[config.mk]
export PLATFORM = sky130hd
export DESIGN_NAME = violation_log
export DESIGN_NICKNAME = d
export VERILOG_FILES = /design/src/violation_log.sv
export VERILOG_INCLUDE_DIRS = /design/src
export SDC_FILE = /design/constraint.sdc
export NUM_CORES = 1
export LEC_CHECK = 0
export BUFFER_PORTS_ARGS = -buffer_cell sky130_fd_sc_hd__buf_4
export CORE_MARGIN = 4
export CORE_UTILIZATION = 49
export CTS_CLUSTER_DIAMETER = 200
export CTS_CLUSTER_SIZE = 16
export DETAILED_ROUTE_END_ITERATION = 7
export PLACE_DENSITY_LB_ADDON = 0.15
export SETUP_SLACK_MARGIN = 0.02
export SLEW_MARGIN = 20
export SYNTH_ARGS = -nofsm -noshare
export SYNTH_HDL_FRONTEND = slang
export SYNTH_SLANG_ARGS = --single-unit
[constraint.sdc]
create_clock -name clk -period 2.3 [get_ports clk]
set_input_delay 0.115 -clock clk [delete_from_list [all_inputs] [get_ports clk]]
set_output_delay 0.115 -clock clk [all_outputs]
set_load 0.01 [all_outputs]
[src/sec_mem_consts.svh]
//============================================================
// widths and sizes shared by the secure memory port
// the region tag is the top SM_REGION_W address bits
//============================================================

`ifndef SEC_MEM_CONSTS_SVH
`define SEC_MEM_CONSTS_SVH

// message field widths
`define SM_DATA_W      32
`define SM_ADDR_W      32
`define SM_OPAQUE_W    8
`define SM_TYPE_W      3
`define SM_LEN_W       2

// bank geometry, word index sits just above the byte offset
`define SM_MEM_WORDS   256
`define SM_WORD_IDX_W  8
`define SM_BYTE_OFF_W  2

// address regions, one required level each
`define SM_REGION_W    4
`define SM_REGIONS     16

// security levels, high may touch everything
`define SM_LEVEL_LOW   1'b0
`define SM_LEVEL_HIGH  1'b1

// violation counter width
`define SM_VIOL_CNT_W  16

`endif

[src/violation_log.sv]
//============================================================
// denied access log, count saturates at all ones
// alarm is one cycle per denial, back to back denials stay high
//============================================================

`timescale 1ns/1ps

`include "sec_mem_consts.svh"

module violation_log (
	input  logic                        clk,
	input  logic                        arst_n,

	// denial report from the controller
	input  logic                        deny_fire,
	input  logic [`SM_ADDR_W-1:0]       deny_addr,

	// log outputs
	output logic                        viol_alarm,
	output logic [`SM_VIOL_CNT_W-1:0]   viol_count,
	output logic [`SM_ADDR_W-1:0]       viol_addr
);

	//============================================================
	// alarm and counter
	//============================================================

	always_ff @(posedge clk or negedge arst_n) begin
		if (!arst_n) begin
			viol_alarm <= 1'b0;
			viol_count <= '0;
		end else begin
			// pulse follows the denial by one cycle
			viol_alarm <= deny_fire;
			// hold at the top instead of wrapping
			if (deny_fire && (viol_count != '1)) begin
				viol_count <= viol_count + 1'b1;
			end
		end
	end

	// last denied address, updates on the same edge as the count
	always_ff @(posedge clk) begin
		if (deny_fire) begin
			viol_addr <= deny_addr;
		end
	end

endmodule
==> results by group <==
Status
  – Status: finished clean

STA
  – Minimum clock period: 1.742 ns
  – Final Setup Violations: 0
  – Max-slew violation count: 0
  – Setup tns final: 0 ns
  – Worst Max-Slew Pin Slew: 0.4619 ns
  – Slew headroom: between 60% and 70%
  – Fmax: around 570 MHz
  – Final Hold Vio Count: 0
  – Period utilization: 75.73%
  – Worst clock skew: ~0.0051 ns
  – Unrepaired setup endpoints after global routing: no

Detailed routing
  – First-pass DRT Iterations: 4
  – Via density: 4.953
  – Antenna-violating nets left: 0
  – DR vias: 1377
  – Routed wire per std cell: 17.58 um
  – Iter 0 DRT Violations: approximately 110
  – Drt drc: 0
  – Final wirelength: 4886 um

Global routing
  – Initial antenna violation count: 0
  – GRT overflow: 0
  – Number of global-route vias before repair: 1378
  – Pin count of the biggest net entering global routing: 39
  – GR Util All Layers: 21.94%
  – Wire length of the first global-routing pass: slightly above 7000 um

Synthesis
  – Synth top area share: 53.71%
  – Ys flop type: edfxtp_1
  – Adder-cell share of the synthesized area: less than 1%
  – EDFF count, synth: 32
  – Ys async rst share: 34.69%
  – Top area cells in the synthesized netlist: edfxtp_1 54%, dfrtp_1 24%, xor2_1 4.4%, nand4_1 1.7%, nor2_1 1.5%
  – Synthesis warning total: 0
  – Main combinational cell family by area after synthesis: simple AND/OR/NAND/NOR gates
  – Proportion of synthesized area in mux cells: roughly 1.3%
  – Compound-gate portion of the synthesized area: around 1.4%
  – Post-Synth Simple-Gate Area: 13.29%
  – Synth Cell Area: between 0.0015 and 0.002 sq mm
  – Yosys cell types: 24
  – Post-synthesis sequential area ratio: 77.48%
  – Mapped Cells: 107
  – Most frequent cell after synthesis: edfxtp_1
  – Xor/xnor share of the synthesized area: 5.874%
  – Synth Net Count: 143
  – Synth area leader: edfxtp_1
  – Mean post-synth cell area: 16.72 sq um
  – Synth cell count leaders: 32 x edfxtp_1, 17 x dfrtp_1, 9 x xor2_1
  – Seq cells post-synth: 49

Final layout
  – Final nets: 267
  – Non-filler instance count after layout: 278
  – Area Overhead vs Synth: 61.75%
  – Ratio of cells with drive above 1 in the final layout: between 40% and 50%
  – ANT cells: 0

Placed design
  – # port buffers: slightly above 80
  – Placed cells: 237
  – Final HPWL DP: slightly below 3000 um
  – Gpl congestion: 0.9286

Floorplan
  – Initial Util: about 52%
  – Die height: just under 70 um
  – I/O pin count: 84
  – Die width: about 68 um
  – FP Rows: 21
  – Die ar.: about 0.0047 sq mm
  – Core area: 0.003442 sq mm

Worst setup path
  – Critical path's slowest cell: dfrtp_1
  – Worst setup SP type: flip-flop
  – WP data arrival: 1.93 ns
  – Setup CP Type: flip-flop to flip-flop
  – Crit Path Max Fanout: 7
  – CP Cell Sequence: ha_1 -> nand4_1 -> nor4_4 -> or2b_2 -> mux2_1
  – Crit path capture type: flip-flop
  – Worst Path Required: 2.49 ns
  – Crit path largest cell delay: 0.41 ns

Clock tree
  – CTS tree: built
  – Clock buffer depth: 2
  – Later-pin clock latency in the skew report: 0.30 ns
  – CTS Root Cell: clkbuf_8
  – Clock buffer count from CTS: 5
  – Post-CTS Setup Bufs: 0
  – H-tree depth: 2
  – Post-cts gate resize count: 0
  – Clk pin slew, worst setup/hold paths: 0.09 ns
  – Clock Sinks: 49

Min path
  – Hold Crit Class: primary input to async pin

Pwr
  – Pwr per Cell Area: 729.5 mW/mm^2
  – Maximum vdd drop: 0.0006914 V
  – Static Leak: approximately 1.3 nW

Run
  – Max cap viols: 0
-- cells by family after synthesis --
group / Yosys count
AOI/OAI and AO/OA: 4
xor gates and xnor gates: 12
adders and majority gates: 1
DFF: 49
muxes: 2
and+or+nand+nor: 39
-- power by group --
group / total [mW] / internal (mW) / switching, mW
Clock: 0.486 / 0.210 / 0.276
Combinational: 0.468 / 0.268 / 0.200
Sequential: 1.16 / 1.05 / 0.103
Total: 2.11 / 1.53 / 0.579
-- routing by layer --
| layer | share of wire [%] | vias to the layer above | GRT usage (%) | wire length [um] |
|---|---|---|---|---|
| met1 | 36 | 652 | 24.31 | 1774 |
| met3 | 9.0 | 10 | 5.419 | 438 |
| met2 | 52 | 68 | 38.86 | 2544 |
| li1 | - | 647 | - | - |
| met4 | 2.6 | 0 | 10.67 | 129 |
| met5 | 0 | - | 0 | 0 |
-- state kept, by name, indices dropped and copies added, names as in the netlist --
register / flops
viol_count: 16
viol_alarm: 1
viol_addr: 32
-- metrics by stage --
stage / hold slack [ns] / util (%) / area (sq um) / worst slack [ns] / total power, mW
6_report: 0.1956 / 84.08 / 2894 / 0.5583 / 2.111
5_1_grt: 0.2137 / 84.08 / 2894 / 0.4486 / 2.219
4_1_cts: 0.1994 / 84.08 / 2894 / 0.5569 / 2.117
3_5_place_dp: -0.01448 / 71.97 / 2477 / 0.5691 / 1.595
3_3_place_gp: -0.01488 / 71.97 / 2477 / 0.6269 / 1.572
2_1_floorplan: -0.1806 / - / 1789 / 0.6526 / 1.321
-- timing repair --
item | 4_1_cts | 5_1_grt
hold buffers | 33 | 0
hold endpoints to repair | 49 | 0
setup endpoints to repair | 0 | 0
-- final timing paths --
path	slack, ns	from	endpoint	cells after the start
hold / removal	0.20	arst_n	viol_alarm	2
hold reg to reg	0.53	viol_count[0]	viol_count[0]	1
max in group asynchronous	1.91	arst_n	viol_count[4]	2
setup / recovery	0.56	viol_count[0]	viol_count[1]	5
min in group clk	0.31	deny_fire	viol_alarm	2
setup reg to reg	0.56	viol_count[0]	viol_count[1]	5
-- critical path: cells and delay by family, from the launching register on --
family                   cells  cell delay, ns
AND/OR/NAND/NOR              3            0.68
flip-flops                   1            0.41
adder cells (fa/ha/maj)      1            0.22
multiplexers                 1            0.32
-- cell type report --
| class | instances | area, sq um |
|---|---|---|
| clock inverter | 3 | 17.52 |
| tap | 46 | 57.56 |
| clock buffer | 5 | 68.82 |
| sequential | 49 | 1386 |
| fill | 174 | 548.0 |
| multi-input combinational | 58 | 402.9 |
| timing repair buffer | 117 | 960.9 |
-- cells in the final DEF (no fill, tap or decap), drive strengths merged --
master / Yosys / routed
clkinv: 0 / 3
nor4: 2 / 2
xnor2: 3 / 3
nand4: 7 / 7
and4: 2 / 2
nand4b: 1 / 1
o21ba: 1 / 1
a21oi: 1 / 1
ha: 1 / 1
nor3: 5 / 5
clkbuf: 0 / 5
xor2: 9 / 9
buf: 0 / 84
mux2: 2 / 2
or2b: 1 / 1
and3: 2 / 2
o21ai: 2 / 2
dfrtp: 17 / 17
nand3: 4 / 4
nand2b: 1 / 1
and2: 1 / 1
nand2: 6 / 6
edfxtp: 32 / 32
nor2: 7 / 7
dlygate4sd3: 0 / 33
(Power assumes the default switching activity.)
