--- src/sec_mem_consts.svh ---
//============================================================
// widths and sizes shared by the secure memory port
// the region tag is the top SM_REGION_W address bits
//============================================================

`ifndef SEC_MEM_CONSTS_SVH
`define SEC_MEM_CONSTS_SVH

// message field widths
`define SM_DATA_W      32
`define SM_ADDR_W      32
`define SM_OPAQUE_W    8
`define SM_TYPE_W      3
`define SM_LEN_W       2

// bank geometry, word index sits just above the byte offset
`define SM_MEM_WORDS   256
`define SM_WORD_IDX_W  8
`define SM_BYTE_OFF_W  2

// address regions, one required level each
`define SM_REGION_W    4
`define SM_REGIONS     16

// security levels, high may touch everything
`define SM_LEVEL_LOW   1'b0
`define SM_LEVEL_HIGH  1'b1

// violation counter width
`define SM_VIOL_CNT_W  16

`endif

--- src/sec_level_table.sv ---
//============================================================
// required security level per address region
// all regions reset to low, so the port starts fully open
//============================================================

`timescale 1ns/1ps

`include "sec_mem_consts.svh"

module sec_level_table (
	input  logic                      clk,
	input  logic                      arst_n,

	// configuration strobe, one region per cycle
	input  logic                      cfg_val,
	input  logic [`SM_REGION_W-1:0]   cfg_region,
	input  logic                      cfg_level,

	// one required level bit per region
	output logic [`SM_REGIONS-1:0]    region_levels
);

	//============================================================
	// level registers
	//============================================================

	// a strobe lands on the next edge and is visible the cycle after
	always_ff @(posedge clk or negedge arst_n) begin
		if (!arst_n) begin
			// every region open after reset
			region_levels <= {`SM_REGIONS{`SM_LEVEL_LOW}};
		end else if (cfg_val) begin
			// only the selected entry changes
			region_levels[cfg_region] <= cfg_level;
		end
	end

endmodule

--- config.mk ---
export PLATFORM = sky130hd
export DESIGN_NAME = sec_level_table
export DESIGN_NICKNAME = d
export VERILOG_FILES = /design/src/sec_level_table.sv
export VERILOG_INCLUDE_DIRS = /design/src
export SDC_FILE = /design/constraint.sdc
export NUM_CORES = 1
export LEC_CHECK = 0
export ABC_AREA = 1
export BUFFER_PORTS_ARGS = -buffer_cell sky130_fd_sc_hd__buf_2
export CELL_PAD_IN_SITES_DETAIL_PLACEMENT = 0
export CELL_PAD_IN_SITES_GLOBAL_PLACEMENT = 1
export CORE_MARGIN = 3
export CORE_UTILIZATION = 37
export CTS_CLUSTER_DIAMETER = 60
export CTS_CLUSTER_SIZE = 8
export DETAILED_ROUTE_END_ITERATION = 8
export PLACE_DENSITY_LB_ADDON = 0.1
export REMOVE_ABC_BUFFERS = 1
export SKIP_CTS_REPAIR_TIMING = 1
export SYNTH_ARGS = -nofsm -noshare
export SYNTH_HDL_FRONTEND = slang
export SYNTH_SLANG_ARGS = --single-unit
--- constraint.sdc ---
create_clock -name clk -period 1 [get_ports clk]
set_input_delay 0.15 -clock clk [delete_from_list [all_inputs] [get_ports clk]]
set_output_delay 0.15 -clock clk [all_outputs]
set_load 0.02 [all_outputs]
==> run metrics, run 1 <==
Post-DP Area=982 sq um; drt wl/cell=11.2 um; Final Max Slew Viols=0; Top reg by flops=region_levels; Placer Congestion=0.775; H-tree depth=1; Post-synth EDFFs=0; sequential area share after synthesis=47.8%; count leader, synth=nand2_1; Final Setup Violations=0; Final nets=153; layout cell share with drive strength beyond 1=29.9%; post-synthesis compound-gate area fraction=3.59%; clk sink count=16; syn_area_per_cell=7.41 sq um; pin count of the biggest net entering global routing=17; worst skew pair latency=0.28 ns; Root Driver=clkbuf_4; Clock power frac=20.7%; vias in the first global route=741; clock transition at the registers of the reported paths=0.10 ns; final WL=1910 um; Flop pwr share=41.6%; Final Hold Vio Count=0; Distinct cells, synth=14; die area=2870 sq um; die width=53.6 um; Adder-Cell Fraction of Synth Area=0%; leakage power=0.608 nW; Final Cell Area=1150 sq um; maximum clock rate=1.02 GHz; area grow syn2layout=37.8%; RSZ-0062 raised after global routing=true; total I/O pin count=24; global-route wire length before repair=3190 um; Starting Density=41.0%; CP max-delay cell=dfrtp_1; IO buf count=23; Detailed Routing Iterations Pass 1=4; Final Core Density=56.5%; Yosys top cell area share=47.8%; core area=2040 sq um; antenna cells=0; FFs w/ async S/R, synth=100%; Worst Path Arrival=0.83 ns; DR DRC count=0; post-layout min period=0.977 ns; largest area contributor in the netlist=dfrtp_1; TritonCTS clock tree=done; CP max FO=2; Tightest Pin Transition=0.374 ns; Synth Cell Area=837 sq um; initial drt markers=8; Via density=4.65; Worst Hold Class=in -> reg; detailed placement HPWL=1430 um; row count=16; initial antenna violation count=0; biggest regs=region_levels (16); simple logic cell fraction of the synthesized area=41.4%; RR Startpoint=region_levels[6]$_DFFE_PN0P_; crit path from=region_levels[4]$_DFFE_PN0P_; relative slew slack=75.1%; Power Dens Cells=1820 nW/um^2; clock buffer depth=2; predominant post-synthesis flop cell=dfrtp_1; Synthesis Warnings=0; max FFs per register=16; XOR/XNOR share of the synthesized area=0%; cell internal pwr=1.39 mW; cells along the critical path=buf_6; Buf/Inv on CP=1; remaining global-route overflow=0; top cells by area, synth=dfrtp_1 48%, nand2_1 18%, nand3_1 8.4%, nand4_1 5.2%, nor2_1 4.5%; FF+latch count, synth=16; critical path's top delay family=flip-flops; Filler cells=208; largest family of logic cells by synthesized area=simple AND/OR/NAND/NOR gates; Net Sw Frac=33.8%; crit share post-route=97.7%; Mapped Cells=113; WS Path Type=reg -> out; switching power of the nets=0.710 mW; register area=400 sq um; CTS Buf Count=3; max_cap viols=0; All-Layer GR Usage=15.3%; area of the multi-input gates=377 sq um; status=completed; most frequent cells after synthesis=41 x nand2_1, 16 x dfrtp_1, 14 x nand3_1; Final ANT Viol Nets=0; CP Capture Type=output pin; Die Y=53.6 um; post-synthesis mux area share=0%; worst path required time=0.85 ns; Hold Crit Start=cfg_val; Clock Skew=0 ns; Worst setup SP type=register; critical path's largest stage delay=0.41 ns; Comb power frac=37.7%; peak supply drop=969 uV; vias=795
worst min-delay path: cells and delay by family:
family / cells / cell delay (ns)
buffers and inverters: 1 / 0.15
and+or+nand+nor: 3 / 0.19
area by class of cell:
cell class / instances / area share (%)
Clock buffer: 4 / 3.15
Inverter: 11 / 3.58
Multi-Input combinational cell: 82 / 32.6
Sequential cell: 16 / 34.7
Tap cell: 27 / 2.93
Timing Repair Buffer: 31 / 23.0
logic make-up (layout without fill, tap and decap cells):
| kind of cell | after synthesis | in the layout |
|---|---|---|
| and+or+nand+nor | 78 | 78 |
| DFF | 16 | 16 |
| buffers and inverters | 15 | 46 |
| AOI/OAI and AO/OA | 4 | 4 |
metrics by stage:
stage          TNS [ns]  std cells  total power [mW]  setup WS (ns)  hold WS [ns]
3_5_place_dp          0        161              1.46         0.0473        0.0934
6_report              0        171              2.10         0.0228         0.235
2_1_floorplan         0        109              1.21          0.242        -0.146
5_1_grt         -0.0430        171              2.22        -0.0115         0.247
4_1_cts         -0.0162        165              1.90       -0.00829        -0.231
3_3_place_gp          0        161              1.44         0.0572        0.0823
cell usage in the layout (no fill, tap or decap):
| cell type | instances |
|---|---|
| nand4_1 | 7 |
| buf_2 | 9 |
| nor2_1 | 10 |
| nand2_2 | 1 |
| buf_4 | 7 |
| nor2_2 | 4 |
| inv_1 | 8 |
| inv_2 | 3 |
| buf_6 | 14 |
| dfrtp_1 | 16 |
| nand3_1 | 14 |
| clkbuf_4 | 3 |
| clkbuf_8 | 1 |
| nand2_1 | 41 |
| dlygate4sd3_1 | 1 |
| nand3_2 | 1 |
| o21bai_1 | 4 |
power groups by stage:
stage / clock network [mW] / registers [mW] / logic, mW
after global placement: 0 / 0.856 / 0.584
after floorplan: 0 / 1.04 / 0.173
after CTS: 0.452 / 0.849 / 0.596
final: 0.435 / 0.875 / 0.793
after detailed placement: 0 / 0.861 / 0.594
after global routing: 0.467 / 0.892 / 0.861
final timing paths:
kind	endpoint	slack, ns	cells after the start
min in group asynchronous	region_levels[4]$_DFFE_PN0P_	0.30	2
max	region_levels[4]	0.02	1
min	region_levels[13]$_DFFE_PN0P_	0.23	4
min reg2reg	region_levels[3]$_DFFE_PN0P_	0.50	2
max in group asynchronous	region_levels[15]$_DFFE_PN0P_	0.43	2
max reg2reg	region_levels[6]$_DFFE_PN0P_	0.17	4
layer usage:
metal | vias up | global-route usage (%) | share of wire [%]
li1 | 421 | - | -
met1 | 361 | 19.5 | 47
met2 | 11 | 25.5 | 49
met3 | 2 | 2.49 | 3.2
met4 | 0 | 6.38 | 0.63
met5 | - | 0 | 0
Power figures use the tool's default switching activity.
==> inputs of run 2 (changes only) <==
==> constraint.sdc (replaced) <==
create_clock -name clk -period 1.15 [get_ports clk]
set_input_delay 0.1725 -clock clk [delete_from_list [all_inputs] [get_ports clk]]
set_output_delay 0.1725 -clock clk [all_outputs]
set_load 0.02 [all_outputs]
==> run 2 against run 1 <==
Power fell by 23%. Largest power group unchanged. Flip-flop and latch count did not move. Clock power fell by 12%. Non-clock buffer count fell by 5. Count of clock-buffer cells in the layout did not move. Sequential power fell by 16%. Sequential share of layout area rose by 4.2 points. Worst setup slack improved by 0.11 ns. Design area fell by 11%. Clock skew did not move.
==> run metrics, run 2 (synthesis gave the netlist of run 1 again) <==
status=completed; final WL=1860 um; RR Startpoint=region_levels[5]$_DFFE_PN0P_; peak supply drop=748 uV; crit path to=region_levels[3]; die area=2870 sq um; Root Driver=clkbuf_4; Clock Skew=0 ns; setup TNS=0 ns; die width=53.6 um; Power Dens Cells=1580 nW/um^2; crit path from=region_levels[3]$_DFFE_PN0P_; worst path required time=0.98 ns; critical path's largest stage delay=0.40 ns; max FFs per register=16; post-layout min period=1.02 ns; Via density=4.80; global-route wire length before repair=3260 um; Worst Hold Class=in -> reg; Detailed Routing Iterations Pass 1=4; TritonCTS clock tree=done; initial drt markers=20; Placer Congestion=0.791; total I/O pin count=24; Final Max Slew Viols=0; antenna cells=0; IO buf count=23; clock transition at the registers of the reported paths=0.10 ns; All-Layer GR Usage=15.6%; R2R cell count=3; Final nets=148; vias in the first global route=740; Starting Density=41.0%; area grow syn2layout=22.9%; drt wl/cell=11.2 um; crit share post-route=88.4%; commonest non-fill, non-tap cell in the layout=nand2_1; H-tree depth=1; Worst setup SP type=register; clock buffer depth=2; biggest regs=region_levels (16); clk sink count=16; relative slew slack=75.4%; Buf/Inv on CP=1; core area=2040 sq um; RSZ-0062 raised after global routing=false; Filler cells=230; layout cell share with drive strength beyond 1=27.3%; pin count of the biggest net entering global routing=17; leakage power=0.560 nW; Non-Filler Instances=166; maximum clock rate=0.983 GHz; CP max-delay cell=dfrtp_1; CP Capture Type=output pin; CP max FO=2; Final Hold Vio Count=0; Die Y=53.6 um; Tightest Pin Transition=0.369 ns; CTS Buf Count=3; remaining global-route overflow=0; vias=796; Top reg by flops=region_levels; DR DRC count=0; detailed placement HPWL=1420 um; Placed Cells=161; Final Setup Violations=0; Worst Path Arrival=0.84 ns; R2R Setup Slk=0.45 ns; row count=16; WS Path Type=reg -> out; critical path's top delay family=flip-flops; Final Core Density=50.4%; worst skew pair latency=0.29 ns; WP depth=1; cells along the critical path=buf_2; Final ANT Viol Nets=0; reg-to-reg endpoint=region_levels[5]$_DFFE_PN0P_; commonest cells after routing, fill and taps aside=41 x nand2_1, 23 x buf_2, 16 x dfrtp_1, 14 x nand3_1, 10 x nor2_1; max_cap viols=0; initial antenna violation count=0
==> run 2: area by class of cell <==
type,instances,area (sq um),share of cell area (%)
Clock buffer,4,36.3,3.53
Timing Repair Buffer,26,140,13.6
Inverter,11,41.3,4.01
Multi-Input combinational cell,82,377,36.6
Sequential cell,16,400,38.9
Tap cell,27,33.8,3.28
==> run 2: metal layers <==
metal / part of all wire [%] / GRT usage (%) / routed length (um)
met4: 0.65 / 6.38 / 12
met1: 46 / 19.8 / 863
met5: 0 / 0 / 0
met2: 48 / 26.1 / 888
met3: 5.1 / 2.49 / 94
==> run 2: how the worst min path moves through the flow <==
| stage | cells after the start | endpoint | startpoint | slack [ns] |
|---|---|---|---|---|
| final | 3 | region_levels[7]$_DFFE_PN0P_ | cfg_level | 0.25 |
| after global routing | 3 | region_levels[6]$_DFFE_PN0P_ | cfg_level | 0.28 |
| after CTS | 1 | region_levels[15]$_DFFE_PN0P_ | arst_n | -0.21 |
| after detailed placement | 1 | region_levels[4]$_DFFE_PN0P_ | arst_n | 0.11 |
| after global placement | 1 | region_levels[0]$_DFFE_PN0P_ | arst_n | 0.11 |
| after floorplan | 0 | region_levels[0]$_DFFE_PN0P_ | arst_n | -0.12 |
==> run 2: through the flow <==
| stage | setup WS, ns | power, mW | area [sq um] | hold slack (ns) |
|---|---|---|---|---|
| floorplan | 0.392 | 1.05 | 818 | -0.123 |
| global placement | 0.172 | 1.25 | 982 | 0.107 |
| detailed placement | 0.182 | 1.26 | 982 | 0.112 |
| CTS | 0.113 | 1.65 | 1020 | -0.212 |
| global route | 0.0954 | 1.73 | 1030 | 0.279 |
| finish | 0.133 | 1.63 | 1030 | 0.250 |
==> run 2: report_power, final <==
group	switching, mW	internal, mW	total, mW
clock	0.189	0.193	0.382
sequential	0.0567	0.681	0.737
combinational	0.335	0.171	0.507
total	0.582	1.04	1.63
